`src/hdl/standby_pkg.sv`:
```
/*
 * Shared types and constants for the standby and reboot controller.
 * Word values are the 16-bit configuration words as the sequencer emits them,
 * before the per-byte bit reversal that the ICAP port needs.
 */
`default_nettype none

package standby_pkg;

	// ----------------------------------------------------------
	// sequencer states
	// ----------------------------------------------------------
	// word states sit in one contiguous run starting at st_dummy
	typedef enum logic [3:0] {
		st_idle      = 4'd0,
		st_dummy     = 4'd1,
		st_sync1     = 4'd2,
		st_sync2     = 4'd3,
		st_gen1_cmd  = 4'd4,
		st_gen1_data = 4'd5,
		st_gen2_cmd  = 4'd6,
		st_gen2_data = 4'd7,
		st_cmd       = 4'd8,
		st_iprog     = 4'd9,
		st_nop       = 4'd10,
		st_done      = 4'd11
	} seq_state_t;

	// one configuration word with its strobe
	typedef struct packed {
		logic [15:0] data;
		logic        valid;
	} icap_word_t;

	// ----------------------------------------------------------
	// fixed configuration words
	// ----------------------------------------------------------
	localparam logic [15:0] dummy_word = 16'hffff;
	localparam logic [15:0] sync1_word = 16'haa99;
	localparam logic [15:0] sync2_word = 16'h5566;
	// type-1 write headers, one word each
	localparam logic [15:0] gen1_hdr   = 16'h3261;
	localparam logic [15:0] gen2_hdr   = 16'h3281;
	localparam logic [15:0] cmd_hdr    = 16'h30a1;
	localparam logic [15:0] iprog_op   = 16'h000e;
	localparam logic [15:0] nop_word   = 16'h2000;

	// words from dummy through nop
	localparam int seq_len = 10;

endpackage

`default_nettype wire

```
`src/hdl/button_sync.sv`:
```
/*
 * Button conditioning: two-flop synchronizer, then a debounce counter.
 * A new level is accepted after debounce_cycles stable cycles (needs >= 2).
 * press is a one-cycle strobe on each accepted low-to-high change.
 */
`default_nettype none

module button_sync #(
	parameter int debounce_cycles = 50000
) (
	input  logic clk,
	input  logic rst_n,
	input  logic btn,
	output logic press
);

	localparam int cnt_w = $clog2(debounce_cycles + 1);

	logic             btn_meta;
	logic             btn_sync;
	logic             level;
	logic [cnt_w-1:0] stable_cnt;
	logic             accept;

	// ----------------------------------------------------------
	// synchronizer
	// ----------------------------------------------------------
	always_ff @(posedge clk or negedge rst_n) begin
		if (!rst_n) begin
			btn_meta <= 1'b0;
			btn_sync <= 1'b0;
		end else begin
			btn_meta <= btn;
			btn_sync <= btn_meta;
		end
	end

	// ----------------------------------------------------------
	// debounce
	// ----------------------------------------------------------
	// last cycle of a long enough run at the new level
	assign accept = (btn_sync != level) &&
			(stable_cnt == cnt_w'(debounce_cycles - 1));

	always_ff @(posedge clk or negedge rst_n) begin
		if (!rst_n) begin
			level      <= 1'b0;
			stable_cnt <= '0;
			press      <= 1'b0;
		end else begin
			press <= 1'b0;
			if (btn_sync == level) begin
				// any return to the old level restarts the count
				stable_cnt <= '0;
			end else if (accept) begin
				level      <= btn_sync;
				stable_cnt <= '0;
				press      <= btn_sync;
			end else begin
				stable_cnt <= stable_cnt + 1'b1;
			end
		end
	end

endmodule

`default_nettype wire

```
`src/hdl/reboot_sequencer.sv`:
```
/*
 * Emits the ten-word multiboot and IPROG sequence, one word per cycle.
 * A press in idle starts it; afterwards the FSM parks in done until reset.
 * There is no back-pressure, so the receiver must take every word.
 */
`default_nettype none

module reboot_sequencer #(
	parameter logic [23:0] multiboot_addr = 24'h6e0000,
	parameter logic [7:0]  flash_read_op  = 8'h00
) (
	input  logic                   clk,
	input  logic                   rst_n,
	input  logic                   press,
	output standby_pkg::icap_word_t word,
	output logic                   busy,
	output logic                   done
);

	standby_pkg::seq_state_t state;
	standby_pkg::seq_state_t next_state;

	logic [15:0] word_data;
	logic        word_valid;

	// true for the states that put a word on the bus
	function automatic logic is_word_state(standby_pkg::seq_state_t s);
		return (int'(s) >= int'(standby_pkg::st_dummy)) &&
			(int'(s) < int'(standby_pkg::st_dummy) + standby_pkg::seq_len);
	endfunction

	// data word belonging to each state
	function automatic logic [15:0] data_for(standby_pkg::seq_state_t s);
		logic [15:0] d;
		case (s)
			standby_pkg::st_dummy:     d = standby_pkg::dummy_word;
			standby_pkg::st_sync1:     d = standby_pkg::sync1_word;
			standby_pkg::st_sync2:     d = standby_pkg::sync2_word;
			standby_pkg::st_gen1_cmd:  d = standby_pkg::gen1_hdr;
			// low half of the boot address
			standby_pkg::st_gen1_data: d = multiboot_addr[15:0];
			standby_pkg::st_gen2_cmd:  d = standby_pkg::gen2_hdr;
			// read opcode over the top address byte
			standby_pkg::st_gen2_data: d = {flash_read_op, multiboot_addr[23:16]};
			standby_pkg::st_cmd:       d = standby_pkg::cmd_hdr;
			standby_pkg::st_iprog:     d = standby_pkg::iprog_op;
			standby_pkg::st_nop:       d = standby_pkg::nop_word;
			default:                   d = 16'h0000;
		endcase
		return d;
	endfunction

	// ----------------------------------------------------------
	// next state
	// ----------------------------------------------------------
	always_comb begin
		next_state = state;
		case (state)
			standby_pkg::st_idle: begin
				if (press)
					next_state = standby_pkg::st_dummy;
			end
			standby_pkg::st_dummy:     next_state = standby_pkg::st_sync1;
			standby_pkg::st_sync1:     next_state = standby_pkg::st_sync2;
			standby_pkg::st_sync2:     next_state = standby_pkg::st_gen1_cmd;
			standby_pkg::st_gen1_cmd:  next_state = standby_pkg::st_gen1_data;
			standby_pkg::st_gen1_data: next_state = standby_pkg::st_gen2_cmd;
			standby_pkg::st_gen2_cmd:  next_state = standby_pkg::st_gen2_data;
			standby_pkg::st_gen2_data: next_state = standby_pkg::st_cmd;
			standby_pkg::st_cmd:       next_state = standby_pkg::st_iprog;
			standby_pkg::st_iprog:     next_state = standby_pkg::st_nop;
			standby_pkg::st_nop:       next_state = standby_pkg::st_done;
			// chip reboots here in hardware
			standby_pkg::st_done:      next_state = standby_pkg::st_done;
			default:                   next_state = standby_pkg::st_idle;
		endcase
	end

	// ----------------------------------------------------------
	// state and word registers
	// ----------------------------------------------------------
	always_ff @(posedge clk or negedge rst_n) begin
		if (!rst_n) begin
			state      <= standby_pkg::st_idle;
			word_valid <= 1'b0;
		end else begin
			state      <= next_state;
			word_valid <= is_word_state(next_state);
		end
	end

	always_ff @(posedge clk) begin
		word_data <= data_for(next_state);
	end

	assign word = '{data: word_data, valid: word_valid};

	// the state names the word on the bus, so busy lines up with valid
	assign busy = is_word_state(state);
	assign done = (state == standby_pkg::st_done);

endmodule

`default_nettype wire

```
`src/hdl/icap_writer.sv`:
```
/*
 * ICAP output stage with one cycle of latency.
 * Bits are reversed inside each byte, as the ICAP data port expects.
 * BUSY during a write is not retried; it only sets a sticky error flag.
 */
`default_nettype none

module icap_writer (
	input  logic                   clk,
	input  logic                   rst_n,
	input  standby_pkg::icap_word_t word,
	input  logic                   icap_busy,
	output logic [15:0]            icap_data,
	output logic                   icap_ce_n,
	output logic                   icap_write_n,
	output logic                   error
);

	// mirror each byte in place, byte order kept
	function automatic logic [15:0] swap_byte_bits(logic [15:0] d);
		logic [15:0] r;
		for (int i = 0; i < 8; i++) begin
			r[i]     = d[7 - i];
			r[8 + i] = d[15 - i];
		end
		return r;
	endfunction

	// ----------------------------------------------------------
	// output registers
	// ----------------------------------------------------------
	always_ff @(posedge clk) begin
		icap_data <= swap_byte_bits(word.data);
	end

	// both enables follow valid, write only
	always_ff @(posedge clk or negedge rst_n) begin
		if (!rst_n) begin
			icap_ce_n    <= 1'b1;
			icap_write_n <= 1'b1;
		end else begin
			icap_ce_n    <= ~word.valid;
			icap_write_n <= ~word.valid;
		end
	end

	// ----------------------------------------------------------
	// busy collision
	// ----------------------------------------------------------
	// word on the port this cycle is lost
	always_ff @(posedge clk or negedge rst_n) begin
		if (!rst_n)
			error <= 1'b0;
		else if (!icap_ce_n && icap_busy)
			error <= 1'b1;
	end

endmodule

`default_nettype wire

```
`src/hdl/standby_top.sv`:
```
/*
 * Standby and reboot controller top level.
 * First ICAP write comes two cycles after the internal press strobe.
 * No clock manager here; clk is expected to be the ICAP-rated clock.
 */
`default_nettype none

module standby_top #(
	parameter int          debounce_cycles = 50000,
	parameter logic [23:0] multiboot_addr  = 24'h6e0000,
	parameter logic [7:0]  flash_read_op   = 8'h00
) (
	input  logic        clk,
	input  logic        rst_n,
	input  logic        btn_reboot,
	input  logic        icap_busy,
	output logic [15:0] icap_data,
	output logic        icap_ce_n,
	output logic        icap_write_n,
	output logic        led_busy,
	output logic        led_done,
	output logic        led_error
);

	logic                    press;
	standby_pkg::icap_word_t word;

	// ----------------------------------------------------------
	// input side
	// ----------------------------------------------------------
	button_sync #(
		.debounce_cycles(debounce_cycles)
	) u_button_sync (
		.clk  (clk),
		.rst_n(rst_n),
		.btn  (btn_reboot),
		.press(press)
	);

	// ----------------------------------------------------------
	// sequence and ICAP port
	// ----------------------------------------------------------
	reboot_sequencer #(
		.multiboot_addr(multiboot_addr),
		.flash_read_op (flash_read_op)
	) u_reboot_sequencer (
		.clk  (clk),
		.rst_n(rst_n),
		.press(press),
		.word (word),
		.busy (led_busy),
		.done (led_done)
	);

	icap_writer u_icap_writer (
		.clk         (clk),
		.rst_n       (rst_n),
		.word        (word),
		.icap_busy   (icap_busy),
		.icap_data   (icap_data),
		.icap_ce_n   (icap_ce_n),
		.icap_write_n(icap_write_n),
		.error       (led_error)
	);

endmodule

`default_nettype wire

```
`config.mk`:
```
export PLATFORM = sky130hd
export DESIGN_NAME = standby_top
export DESIGN_NICKNAME = d
export VERILOG_FILES = /design/src/hdl/standby_pkg.sv /design/src/hdl/button_sync.sv /design/src/hdl/reboot_sequencer.sv /design/src/hdl/icap_writer.sv /design/src/hdl/standby_top.sv
export SDC_FILE = /design/constraint.sdc
export NUM_CORES = 1
export LEC_CHECK = 0
export ABC_AREA = 1
export BUFFER_PORTS_ARGS = -buffer_cell sky130_fd_sc_hd__buf_2
export CAP_MARGIN = 10
export CORE_ASPECT_RATIO = 0.7
export CORE_MARGIN = 3
export CORE_UTILIZATION = 40
export CTS_BUF_LIST = sky130_fd_sc_hd__clkbuf_4 sky130_fd_sc_hd__clkbuf_8
export CTS_CLUSTER_SIZE = 10
export DETAILED_ROUTE_END_ITERATION = 10
export PLACE_DENSITY = 0.56
export SLEW_MARGIN = 0
export SYNTH_ARGS = -nofsm -noshare
export SYNTH_HDL_FRONTEND = slang
export SYNTH_SLANG_ARGS = --single-unit
```
`constraint.sdc`:
```
create_clock -name clk -period 4.9 [get_ports clk]
set_input_delay 0.98 -clock clk [delete_from_list [all_inputs] [get_ports clk]]
set_output_delay 0.98 -clock clk [all_outputs]
set_load 0.005 [all_outputs]
```
=== Word level (Yosys, flattened, before mapping) ===
Memories as Yosys holds them, arrays and structs flattened. A register that Yosys moved wholly into a read port is not among the register bits.
Cells that the tools add are included.

* Bits in registers: 43
* Bits in read-only memories: 256
* Input port bits: 4
* Logic and storage cells: 46
* Memories kept: 1

{| class="wikitable"
|+ Memories
! name !! depth !! bits a word !! read ports !! clocked after memory_dff !! write ports !! RTL line !! text
|-
| (name not given) || 16 || 16 || 1 || 1 || 0 || reboot_sequencer.sv:35 || <nowiki>case (s)</nowiki>
|}

* Add/sub/neg operators: 1
* Order comparisons: 4
* Eq/ne operators: 14
* Multiplexer cells: 6
* Bitwise operators: 2
* Reduce and logical (&&, ||, !) cells: 8

{| class="wikitable"
|+ Operators with widths
! kind !! count
|-
| one-hot mux 4 bit (11 select lines) || 1
|-
| 2-to-1 mux 16 bit || 2
|-
| adder 16 x 1 -> 16 bit, second input constant || 1
|-
| == test 16 bit, second input constant || 1
|-
| == test 4 x 3 -> 1 bit, second input constant || 4
|-
| == test 4 bit, second input constant || 4
|-
| == test 4 x 2 -> 1 bit, second input constant || 2
|-
| greater-or-equal comparator 4 x 1 -> 1 bit, second input constant || 2
|-
| < comparator 4 bit, second input constant || 2
|-
| == test 4 x 1 -> 1 bit, second input constant || 1
|-
| logical AND 1 bit || 4
|-
| logical NOT 4 bit || 1
|-
| 2-to-1 mux 4 bit || 1
|-
| 2-to-1 mux 1 bit || 2
|-
| NOT 1 bit || 2
|-
| AND reduction 2 bit || 1
|-
| OR reduction 2 bit || 1
|-
| == test 1 bit || 1
|-
| logical NOT 1 bit || 1
|-
| inequality test 1 bit || 1
|}

=== Longest topological paths before layout ===
Gate-level depths: netlist of run 1.

* Depth in word-level cells: 5
* Depth in mapped cells: 11

=== By module ===
Synthesis of run 1 repeated with hierarchy kept, for this count alone.

* Cell total of the unflattened synthesis: 254
* Area, all modules: 2248.4 um2

{| class="wikitable"
|+ Modules (own cells, without submodules)
! module !! instances !! cells an instance !! area an instance (um2) !! seq. area each (um2)
|-
| button_sync || 1 || 139 || 1083.5 || 500.5
|-
| reboot_sequencer || 1 || 91 || 767.0 || 345.3
|-
| icap_writer || 1 || 24 || 397.9 || 371.6
|}

=== Least setup slack after synthesis of run 1 ===
Ideal clock, no wire load.

* Path kind: register -> output
* Start point: register u_reboot_sequencer.state[3]
* End point: output port led_busy
* Data arrival time: 0.868 ns
* Path slack: 3.052 ns
* Stages on the path, launching flop included: 6
* Path through: dfrtp_1 > inv_1 > nor2_1 > inv_1 > nor2_1 > a211oi_1

* Word-level cells in the longest chain between the ends: 2
* Elaborated cells on any way between the ends: 3
* Classes of those cells: 2 x order compare; 1 x reduce/logical

{| class="wikitable"
|+ Ends and longest elaborated chain
! element !! RTL line !! text
|-
| start: declaration || reboot_sequencer.sv:20 || <nowiki>standby_pkg::seq_state_t state;</nowiki>
|-
| start signal: assignment || reboot_sequencer.sv:84 || <nowiki>state <= standby_pkg::st_idle;</nowiki>
|-
| start signal: assignment || reboot_sequencer.sv:87 || <nowiki>state <= next_state;</nowiki>
|-
| greater-or-equal comparator 4 x 1 -> 1 bit or < comparator 4 bit (tied branches) || reboot_sequencer.sv:28, reboot_sequencer.sv:29 ||
|-
| logical AND 1 bit * || reboot_sequencer.sv:28 || <nowiki>return (int'(s) >= int'(standby_pkg::st_dummy)) &&</nowiki>
|-
| end: declaration || standby_top.sv:20 || <nowiki>output logic led_busy,</nowiki>
|}

Mark *: on every way between the ends. The rest lies on a longest branch, timed or not.

=== Worst setup path in the final report of run 1 ===
Ends and elaborated chain as after synthesis.

==> results of run 1 <==
critical path, stage by stage (launching register included):
cell and delay (ns):
dfrtp_1 0.41, inv_1 0.08, nor2_1 0.05, inv_1 0.11
nor2_1 0.06, a211oi_1 0.16, buf_2 0.15
path summary, 6_finish.rpt:
kind,startpoint,end,cells after the start
worst max-delay path,u_reboot_sequencer.state[3],led_busy,6
worst min-delay path,u_reboot_sequencer.word_data[6],u_icap_writer.icap_data[1],0
worst max register to register,u_reboot_sequencer.state[1],u_reboot_sequencer.word_data[5],7
worst min register to register,u_reboot_sequencer.word_data[6],u_icap_writer.icap_data[1],0
max in group asynchronous,rst_n,u_button_sync.level,1
min in group asynchronous,rst_n,u_button_sync.stable_cnt[8],1
through the flow:
stage | util [%] | area, um2 | std cells | power (mW)
2_1_floorplan | - | 2100 | 244 | 0.423
3_3_place_gp | 46.1 | 2260 | 331 | 0.431
3_5_place_dp | 46.1 | 2260 | 331 | 0.431
4_1_cts | 48.0 | 2360 | 339 | 0.680
5_1_grt | 48.0 | 2360 | 339 | 0.699
6_report | 48.0 | 2360 | 339 | 0.668
placed cells by master, fill, tap and decap left out, types with 2 or more instances in the layout:
master | Yosys | final
inv_4 | 0 | 2
dfrtp_1 | 26 | 26
ha_1 | 7 | 7
nand4_1 | 3 | 3
clkbuf_8 | 0 | 5
nand2_2 | 2 | 2
inv_2 | 4 | 4
dfxtp_1 | 22 | 22
o21ai_0 | 2 | 2
or2_2 | 2 | 2
nand3_1 | 18 | 18
o21ai_4 | 2 | 2
buf_2 | 0 | 24
inv_1 | 35 | 35
nor2_1 | 38 | 38
xor2_1 | 3 | 3
nand2_1 | 55 | 55
xnor2_1 | 2 | 2
o21bai_1 | 4 | 4
state kept, by name, summed over array words and instances (netlist names), 4 cells and up:
name / cells
u_icap_writer.icap_data: 11
u_button_sync.stable_cnt: 16
u_reboot_sequencer.word_data: 11
u_reboot_sequencer.state: 4
power by group through the flow:
stage	clock (mW)	combinational (mW)	sequential, mW
after global routing	0.274	0.0169	0.408
after floorplan	0	0.00711	0.415
final	0.246	0.0145	0.407
after global placement	0	0.0150	0.416
after detailed placement	0	0.0153	0.416
after CTS	0.257	0.0153	0.407
layer usage:
layer / GRT usage [%] / vias up / wire length [um]
met5: 0 / - / 0
met4: 3.84 / 0 / 31
met3: 3.39 / 2 / 166
met2: 16.0 / 28 / 1300
met1: 21.7 / 663 / 2210
li1: - / 788 / -
cells by family (layout without fill, tap and decap cells):
| group | after synthesis | after routing | synth area share (%) |
|---|---|---|---|
| and+or+nand+nor | 124 | 124 | 25.2 |
| DFF | 49 | 49 | 53.1 |
| buffers and inverters | 45 | 71 | 9.10 |
| AOI/OAI and AO/OA | 13 | 13 | 5.59 |
| adders and majority gates | 7 | 7 | 4.16 |
| xor gates and xnor gates | 6 | 6 | 2.86 |
area by class of cell:
type / instances / area [um2]
fillers: 490 / 2560
well taps: 69 / 86.3
clock inverters: 3 / 23.8
flip-flops and latches: 49 / 1120
repair buffers: 24 / 120
clock buffers: 5 / 68.8
multi-input cells: 150 / 795
inverters: 39 / 146
==> results.txt, run 1 <==
Reg2Reg Setup Slack: 3.02 ns
TNS Setup: 0 ns
Via density per instance: 4.37
Tightest Hold Check Type: reg -> reg
TritonRoute pass-1 iters: 4
Slew of the pin with the lowest slew margin: 0.612 ns
#FFs+latches synth: 49
VDD IR-drop max: 0.178 mV
ANT cells: 0
Cell accounting for the most synthesized area: dfrtp_1
TritonCTS Sinks: 49
Critical Path Sink Type: output pin
Vias in the first global route: 1244
TritonCTS clock tree: done
Hold_buf cts: 0
Min Tclk post-route: 2.29 ns
Final ANT Viol Nets: 0
Required @ worst endpoint: 3.92 ns
# DRC: 0
Dpl hpwl: 2.83 mm
Worst Path Max Fanout: 4
Pre-CTS setup slack: 2.91 ns
Setup ws final: 2.61 ns
Net count after synthesis: 255
Area Overhead vs Synth: 12.1%
Post-CTS Setup Bufs: 0
Sequential area share after synthesis: 53.1%
Clk slew on worst S/H paths: 0.09 ns
CP Launch Type: flop
Top post-synthesis cells by area: dfrtp_1 (31%), dfxtp_1 (21%), nand2_1 (9.8%)
Final net count: 280
Most frequent cell after synthesis: nand2_1
P_sw: 0.154 mW
Die W: 92.7 um
Synth async-reset ratio: 55.1%
Tot GR Track Use: 13.2%
Buffers added on ports: 24
Leak pwr: 1.28 nW
Unrepaired setup endpoints after global routing: false
Drt initial violations: 66
Post-synthesis instance total: 244
Grt total ovfl: 0
CTS root buffer: clkbuf_8
Mapped cell area: 2100 um2
Max H-tree Level: 2
Worst clock skew: 0.0133 ns
Max-cap violations: 0
Post-synth EDFFs: 0
Synth top area share: 30.9%
# IOs: 25
P_int: 0.514 mW
Largest net degree at the start of global routing: 28
Sequential power share: 61.0%
Die Ht: 66.7 um
Clock power share: 36.8%
Vias: 1481
Comb power frac: 2.2%
Global-route wire length before repair: 6.15 mm
Layout cell share with drive strength beyond 1: 18.1%
Initial Util: 42.8%
Per-cell routed wire length: 10.9 um
Worst-skew pair later-pin latency: 0.30 ns
Synth cell types: 30
Gpl congestion: 0.861
Initial antenna violation count: 0
Status: finished clean
Sw Ratio: 23.1%
Top cells by count, synth: nand2_1 (55), nor2_1 (38), inv_1 (35), dfrtp_1 (26), dfxtp_1 (22)
Period utilization: 46.8%
Fmax: 437 MHz
Post_cts resized: 0
Core region area: 4910 um2
Crit path arrival time: 1.31 ns
DIE AREA: 6180 um2
Final setup viols: 0
YS warnings: 0
Synth Flop Type: dfrtp_1
CTS max path bufs: 2
PwrDens: 283 nW/um2
Critical path type: reg -> out
DRT Wirelength: 3.71 mm
Row count: 21
Count of pins over their slew limit: 0
Synthesized area per cell: 8.62 um2
Max-slew headroom: 59.2%
Final Hold Fails: 0
CTS Buf Count: 5
Worst hold slack: 0.333 ns
Power figures use the tool's default switching activity.
==> run 2, diff against run 1 <==
--- a/config.mk
+++ b/config.mk
@@ -5,7 +5,7 @@
 export SDC_FILE = /design/constraint.sdc
 export NUM_CORES = 1
 export LEC_CHECK = 0
-export ABC_AREA = 1
+export ABC_AREA = 0
 export BUFFER_PORTS_ARGS = -buffer_cell sky130_fd_sc_hd__buf_2
 export CAP_MARGIN = 10
 export CORE_ASPECT_RATIO = 0.7
@@ -14,7 +14,7 @@
 export CTS_BUF_LIST = sky130_fd_sc_hd__clkbuf_4 sky130_fd_sc_hd__clkbuf_8
 export CTS_CLUSTER_SIZE = 10
 export DETAILED_ROUTE_END_ITERATION = 10
-export PLACE_DENSITY = 0.56
+export PLACE_DENSITY = 0.57
 export SLEW_MARGIN = 0
 export SYNTH_ARGS = -nofsm -noshare
 export SYNTH_HDL_FRONTEND = slang
==> constraint.sdc (replaced) <==
create_clock -name clk -period 2.3 [get_ports clk]
set_input_delay 0.46 -clock clk [delete_from_list [all_inputs] [get_ports clk]]
set_output_delay 0.46 -clock clk [all_outputs]
set_load 0.005 [all_outputs]
==> results.txt, run 2 <==
# IOs: 25 (unchanged)
Sequential area share after synthesis: 57.8% (was 53.1%)
Grt total ovfl: 0 (unchanged)
Clk slew on worst S/H paths: 0.09 ns (about the same)
#FFs+latches synth: 49 (unchanged)
Critical path type: reg -> reg (was reg -> out)
Tot GR Track Use: 13.0% (was 13.2%)
Crit path arrival time: 2.27 ns (was 1.31 ns)
Count of pins over their slew limit: 0 (unchanged)
Leak pwr: 1.04 nW (was 1.28 nW)
TNS Setup: 0 ns (unchanged)
Buffers added on ports: 24 (unchanged)
DIE AREA: 5720 um2 (was 6180 um2)
Largest net degree at the start of global routing: 28 (unchanged)
Multi-input gate area: 714 um2 (was 795 um2)
P_int: 1.10 mW (was 0.514 mW)
Global-route wire length before repair: 5.60 mm (was 6.15 mm)
Top cells by count, synth: dfrtp_1 (26), dfxtp_1 (22), nor2_1 (22), xnor2_1 (13), nand2_1 (10) (was nand2_1 (55), nor2_1 (38), inv_1 (35), dfrtp_1 (26), dfxtp_1 (22))
PwrDens: 645 nW/um2 (was 283 nW/um2)
CTS max path bufs: 2 (unchanged)
Unrepaired setup endpoints after global routing: false (unchanged)
Status: finished clean (unchanged)
Sw Ratio: 21.8% (was 23.1%)
Worst Path Max Fanout: 10 (was 4)
Initial antenna violation count: 0 (unchanged)
TritonCTS clock tree: done (unchanged)
Final net count: 212 (was 280)
Required @ worst endpoint: 2.50 ns (was 3.92 ns)
Worst hold slack: 0.137 ns (was 0.333 ns)
Max reg flops: 16 (unchanged)
Synth cell types: 35 (was 30)
TritonCTS Sinks: 49 (unchanged)
Max-slew headroom: 61.4% (was 59.2%)
CTS root buffer: clkbuf_8 (unchanged)
Post-synth EDFFs: 0 (unchanged)
Vias: 1281 (was 1481)
Fmax: 484 MHz
Row count: 20 (was 21)
Via density per instance: 4.98 (was 4.37)
# DRC: 0 (unchanged)
Largest regs: u_button_sync.stable_cnt x16, u_icap_writer.icap_data x11, u_reboot_sequencer.word_data x11 (unchanged)
ANT cells: 0 (unchanged)
Most flop-heavy register: u_button_sync.stable_cnt (unchanged)
VDD IR-drop max: 0.303 mV (was 0.178 mV)
Mapped cell area: 1930 um2 (was 2100 um2)
Layout cell share with drive strength beyond 1: 21.3% (was 18.1%)
Critical Path Sink Type: flop (was output pin)
Top post-synthesis cells by area: dfrtp_1 (34%), dfxtp_1 (23%), xnor2_1 (5.9%) (was dfrtp_1 (31%), dfxtp_1 (21%), nand2_1 (9.8%))
Net count after synthesis: 187 (was 255)
Final setup viols: 0 (unchanged)
Sequential power share: 61.7% (was 61.0%)
P_sw: 0.307 mW (was 0.154 mW)
YS warnings: 0 (unchanged)
TritonRoute pass-1 iters: 4 (unchanged)
Synth async-reset ratio: 55.1% (unchanged)
Gpl congestion: 0.883 (was 0.861)
Worst clock skew: 0.0123 ns (was 0.0133 ns)
Slew of the pin with the lowest slew margin: 0.579 ns (was 0.612 ns)
Die Ht: 64.2 um (was 66.7 um)
Tightest Hold Check Type: in -> async (was reg -> reg)
Core region area: 4500 um2 (was 4910 um2)
Max H-tree Level: 2 (unchanged)
Post_cts resized: 0 (unchanged)
Most frequent cell after synthesis: dfrtp_1 (was nand2_1)
Vias in the first global route: 1193 (was 1244)
Clock power share: 36.5% (was 36.8%)
Final Hold Fails: 0 (unchanged)
Period utilization: 89.9%
CTS Buf Count: 5 (unchanged)
Synthesized area per cell: 11.0 um2 (was 8.62 um2)
Synth Flop Type: dfrtp_1 (unchanged)
Post-CTS Setup Bufs: 0 (unchanged)
Drt initial violations: 55 (was 66)
CP Launch Type: flop (unchanged)
Min Tclk post-route: 2.07 ns
Comb power frac: 1.8% (was 2.2%)
Initial Util: 42.9% (was 42.8%)
Synth top area share: 33.7% (was 30.9%)
Per-cell routed wire length: 12.8 um (was 10.9 um)
Commonest cells after routing, fill and taps aside: dfrtp_1 (26), buf_2 (24), nor2_1 (22), dfxtp_1 (22), xnor2_1 (13) (was nand2_1 (55), nor2_1 (38), inv_1 (35), dfrtp_1 (26), buf_2 (24))
Layout fillers: 423 (was 490)
Dpl hpwl: 2.33 mm (was 2.83 mm)
Post-synthesis instance total: 176 (was 244)
Worst-skew pair later-pin latency: 0.31 ns (was 0.30 ns)
Commonest non-fill, non-tap cell in the layout: dfrtp_1 (was nand2_1)
Seq. cell area: 1120 um2 (unchanged)
Max-cap violations: 0 (unchanged)
Cell accounting for the most synthesized area: dfrtp_1 (unchanged)
Area Overhead vs Synth: 12.7% (was 12.1%)
Final ANT Viol Nets: 0 (unchanged)
Hold_buf cts: 0 (unchanged)
Die W: 89.1 um (was 92.7 um)
DRT Wirelength: 3.28 mm (was 3.71 mm)
[run 2: cell types whose count changed after synthesis, sizes merged, moves of 4 or more]
cell / delta
nor3: +6
nor2: -17
xnor2: +11
nor4: +5
inv: -31
nand2: -47
o21bai: -4
nand2b: +5
a21o: +4
nand3: -13
[run 2: cell families (layout without fill, tap and decap cells)]
family	count (synthesis)	in the layout	synth area share [%]
simple gates	69	69	18.8
flops	49	49	57.8
buf+inv	19	45	5.24
mux	1	1	0.776
fa+ha+maj	7	7	4.53
compound gates	16	16	6.02
xor+xnor	15	15	6.80
[run 2: area by class of cell]
cell class / count / share of cell area (%)
clock buffers: 6 / 3.50
clock inverters: 2 / 0.632
inverters: 8 / 1.38
multi-input cells: 108 / 32.8
flip-flops and latches: 49 / 51.3
well taps: 55 / 3.16
repair buffers: 29 / 7.24
[run 2: worst max-delay path, cell delays in order (launching register included)]
cell,delay [ns]
dfrtp_1,0.48
nor3_1,0.18
nor2_1,0.07
o211ai_1,0.37
ha_1,0.34
a21oi_1,0.14
nor3_1,0.06
a21o_1,0.18
a21o_1,0.15
[run 2: stage by stage]
stage / area, um2 / utilization (%) / power [mW] / setup WS [ns] / instances
final: 2180 / 48.4 / 1.41 / 0.233 / 257
after global routing: 2180 / 48.4 / 1.46 / 0.0235 / 257
after CTS: 2160 / 47.9 / 1.43 / 0.219 / 254
after detailed placement: 2070 / 45.9 / 0.913 / 0.243 / 246
after global placement: 2070 / 45.9 / 0.912 / 0.330 / 246
after floorplan: 1930 / - / 0.898 / 0.301 / 176
[run 2: worst paths after layout]
kind | start | to | slack [ns] | cells past startpoint
setup reg to reg | u_reboot_sequencer.state[1] | u_reboot_sequencer.word_data[13] | 0.23 | 8
max in group asynchronous | rst_n | u_reboot_sequencer.state[2] | 1.76 | 1
hold reg to reg | u_reboot_sequencer.word_data[12] | u_icap_writer.icap_data[11] | 0.33 | 0
hold / removal | rst_n | u_button_sync.stable_cnt[6] | 0.14 | 1
min in group clk | btn_reboot | u_button_sync.btn_meta | 0.26 | 1
setup / recovery | u_reboot_sequencer.state[1] | u_reboot_sequencer.word_data[13] | 0.23 | 8
[run 2: layer usage]
metal / routed length, um / track usage [%] / share of wire (%)
met4: 66 / 5.58 / 2.0
met3: 167 / 3.87 / 5.1
met5: 0 / 0 / 0
met1: 1800 / 19.8 / 55
met2: 1250 / 16.5 / 38
[run 2: power by group through the flow]
stage | combinational (mW) | clock (mW) | sequential, mW
after CTS | 0.0270 | 0.531 | 0.867
final | 0.0255 | 0.513 | 0.867
after floorplan | 0.0130 | 0 | 0.885
after detailed placement | 0.0272 | 0 | 0.885
after global routing | 0.0315 | 0.561 | 0.868
after global placement | 0.0265 | 0 | 0.885
==> run 3, diff against run 2 <==
--- a/config.mk
+++ b/config.mk
@@ -15,6 +15,7 @@
 export CTS_CLUSTER_SIZE = 10
 export DETAILED_ROUTE_END_ITERATION = 10
 export PLACE_DENSITY = 0.57
+export RECOVER_POWER = 100
 export SLEW_MARGIN = 0
 export SYNTH_ARGS = -nofsm -noshare
 export SYNTH_HDL_FRONTEND = slang
==> results.txt, run 3 (synthesis results as in run 2) <==
Status: finished clean (unchanged)
Max-slew headroom: 5.58% (was 61.4%)
PwrDens: 653 nW/um2 (was 645 nW/um2)
WP buf/inv: 0 (unchanged)
WHS Path Cells: 1
Initial antenna violation count: 0 (unchanged)
Largest regs: u_button_sync.stable_cnt x16, u_icap_writer.icap_data x11, u_reboot_sequencer.word_data x11 (unchanged)
# DRC: 0 (unchanged)
CP Launch Type: flop (unchanged)
Fmax: 485 MHz (was 484 MHz)
Dpl hpwl: 2.33 mm (unchanged)
Die W: 89.1 um (unchanged)
Unrepaired setup endpoints after global routing: false (unchanged)
Clk slew on worst S/H paths: 0.08 ns (was 0.09 ns)
Cells along the critical path: nor3_1 -> nor2_1 -> o211ai_1 -> ha_1 -> a21oi_1 -> nor3_1 -> a21o_1 -> a21o_1 (unchanged)
Hold_buf cts: 0 (unchanged)
Max H-tree Level: 2 (unchanged)
Origin of the worst min-delay path: btn_reboot
Drt initial violations: 57 (was 55)
CTS Buf Count: 5 (unchanged)
Count of pins over their slew limit: 0 (unchanged)
Min Tclk post-route: 2.06 ns (was 2.07 ns)
Critical path type: reg -> reg (unchanged)
Leak pwr: 1.00 nW (was 1.04 nW)
Worst hold slack: 0.263 ns (was 0.137 ns)
DP Area: 2070 um2 (unchanged)
Initial Util: 42.9% (unchanged)
Fin area: 2150 um2 (was 2180 um2)
Largest net degree at the start of global routing: 28 (unchanged)
Row count: 20 (unchanged)
Tightest Hold Check Type: in -> reg (was in -> async)
Most flop-heavy register: u_button_sync.stable_cnt (unchanged)
Core region area: 4500 um2 (unchanged)
Worst clock skew: 0.0118 ns (was 0.0123 ns)
TritonRoute pass-1 iters: 4 (unchanged)
Max incr delay on CP: 0.48 ns (about the same)
Required @ worst endpoint: 2.50 ns (about the same)
Grt total ovfl: 0 (unchanged)
Tot GR Track Use: 13.0% (unchanged)
R2r startpoint: u_reboot_sequencer.state[1] (unchanged)
Worst reg-to-reg path cell count: 8 (unchanged)
Worst-path cell with the longest stage delay: dfrtp_1 (unchanged)
Max-cap violations: 0 (unchanged)
Final net count: 212 (unchanged)
Final ANT Viol Nets: 0 (unchanged)
Worst hold endpoint: u_button_sync.btn_meta
Vias in the first global route: 1193 (unchanged)
R2r endpoint: u_reboot_sequencer.word_data[13] (unchanged)
Final setup viols: 0 (unchanged)
CTS max path bufs: 2 (unchanged)
Largest delay share family, worst path: compound AO/OA/AOI/OAI gates (unchanged)
Slew of the pin with the lowest slew margin: 1.42 ns (was 0.579 ns)
TNS Setup: 0 ns (unchanged)
Crit path arrival time: 2.26 ns (was 2.27 ns)
Global-route wire length before repair: 5.60 mm (unchanged)
DIE AREA: 5720 um2 (unchanged)
DRT Wirelength: 3.32 mm (was 3.28 mm)
Die Ht: 64.2 um (unchanged)
# IOs: 25 (unchanged)
ANT cells: 0 (unchanged)
Layout cell share with drive strength beyond 1: 14.9% (was 21.3%)
Worst-skew pair later-pin latency: 0.31 ns (about the same)
Final Hold Fails: 0 (unchanged)
TritonCTS Sinks: 49 (unchanged)
Worst Path Max Fanout: 10 (unchanged)
Per-cell routed wire length: 12.9 um (was 12.8 um)
CTS root buffer: clkbuf_8 (unchanged)
TritonCTS clock tree: done (unchanged)
Reg2Reg Setup Slack: 0.24 ns (was 0.23 ns)
Area Overhead vs Synth: 11.3% (was 12.7%)
Period utilization: 89.6% (was 89.9%)
Commonest cells after routing, fill and taps aside: dfrtp_1 (26), nor2_1 (22), dfxtp_1 (22), buf_2 (15), xnor2_1 (13) (was dfrtp_1 (26), buf_2 (24), nor2_1 (22), dfxtp_1 (22), xnor2_1 (13))
Commonest non-fill, non-tap cell in the layout: dfrtp_1 (unchanged)
VDD IR-drop max: 0.302 mV (was 0.303 mV)
Critical Path Sink Type: flop (unchanged)
Via density per instance: 4.93 (was 4.98)
Gpl congestion: 0.883 (unchanged)
Vias: 1267 (was 1281)
Max reg flops: 16 (unchanged)
Buffers added on ports: 24 (unchanged)
[run 3: worst max-delay path by stage]
stage	start	end	slack, ns	depth (start not counted)
floorplan	u_reboot_sequencer.state[2]	u_reboot_sequencer.word_data[13]	0.30	9
global placement	u_reboot_sequencer.state[1]	u_reboot_sequencer.word_data[13]	0.33	8
detailed placement	u_reboot_sequencer.state[1]	u_reboot_sequencer.word_data[13]	0.24	8
CTS	u_reboot_sequencer.state[1]	u_reboot_sequencer.word_data[13]	0.22	8
global route	u_reboot_sequencer.state[1]	u_reboot_sequencer.word_data[0]	0.02	8
finish	u_reboot_sequencer.state[1]	u_reboot_sequencer.word_data[13]	0.24	8
[run 3: stage by stage]
step                      utilization (%)  power, mW  setup WS, ns  cells
after CTS                            47.9       1.43         0.219    254
after floorplan                         -      0.898         0.301    176
after global placement               45.9      0.912         0.330    246
after detailed placement             45.9      0.913         0.243    246
after global routing                 47.8       1.46        0.0223    257
final                                47.8       1.40         0.240    257
[run 3: timing repair]
action                                  in CTS  in global routing
gates resized for setup                      0                  0
endpoints found under the setup margin       0                  3
buffers inserted                             0                  3
[run 3: where the power goes]
part / total [mW] / internal, mW / switching [mW]
clock network: 0.513 / 0.229 / 0.284
logic: 0.0245 / 0.00747 / 0.0171
registers: 0.867 / 0.862 / 0.00553
total: 1.40 / 1.10 / 0.307
[run 3: final cells by class]
| type | count | area (um2) |
|---|---|---|
| Tap cell | 55 | 68.8 |
| Timing Repair Buffer | 29 | 143 |
| Fill cell | 433 | 2350 |
| Clock buffer | 6 | 76.3 |
| Sequential cell | 49 | 1120 |
| Clock inverter | 2 | 13.8 |
| Multi-Input combinational cell | 108 | 702 |
| Inverter | 8 | 30.0 |
[run 3: per-layer routing]
| metal | routed length (um) | global-route usage [%] | vias up |
|---|---|---|---|
| met5 | 0 | 0 | - |
| met4 | 66 | 5.58 | 0 |
| met3 | 146 | 3.87 | 7 |
| met2 | 1270 | 16.5 | 30 |
| met1 | 1840 | 19.8 | 594 |
| li1 | - | - | 636 |
[run 3: worst reg2reg max path, stage by stage, from the launching register on]
cell	delay, ns
dfrtp_1	0.48
nor3_1	0.18
nor2_1	0.06
o211ai_1	0.37
ha_1	0.33
a21oi_1	0.14
nor3_1	0.06
a21o_1	0.18
a21o_1	0.15
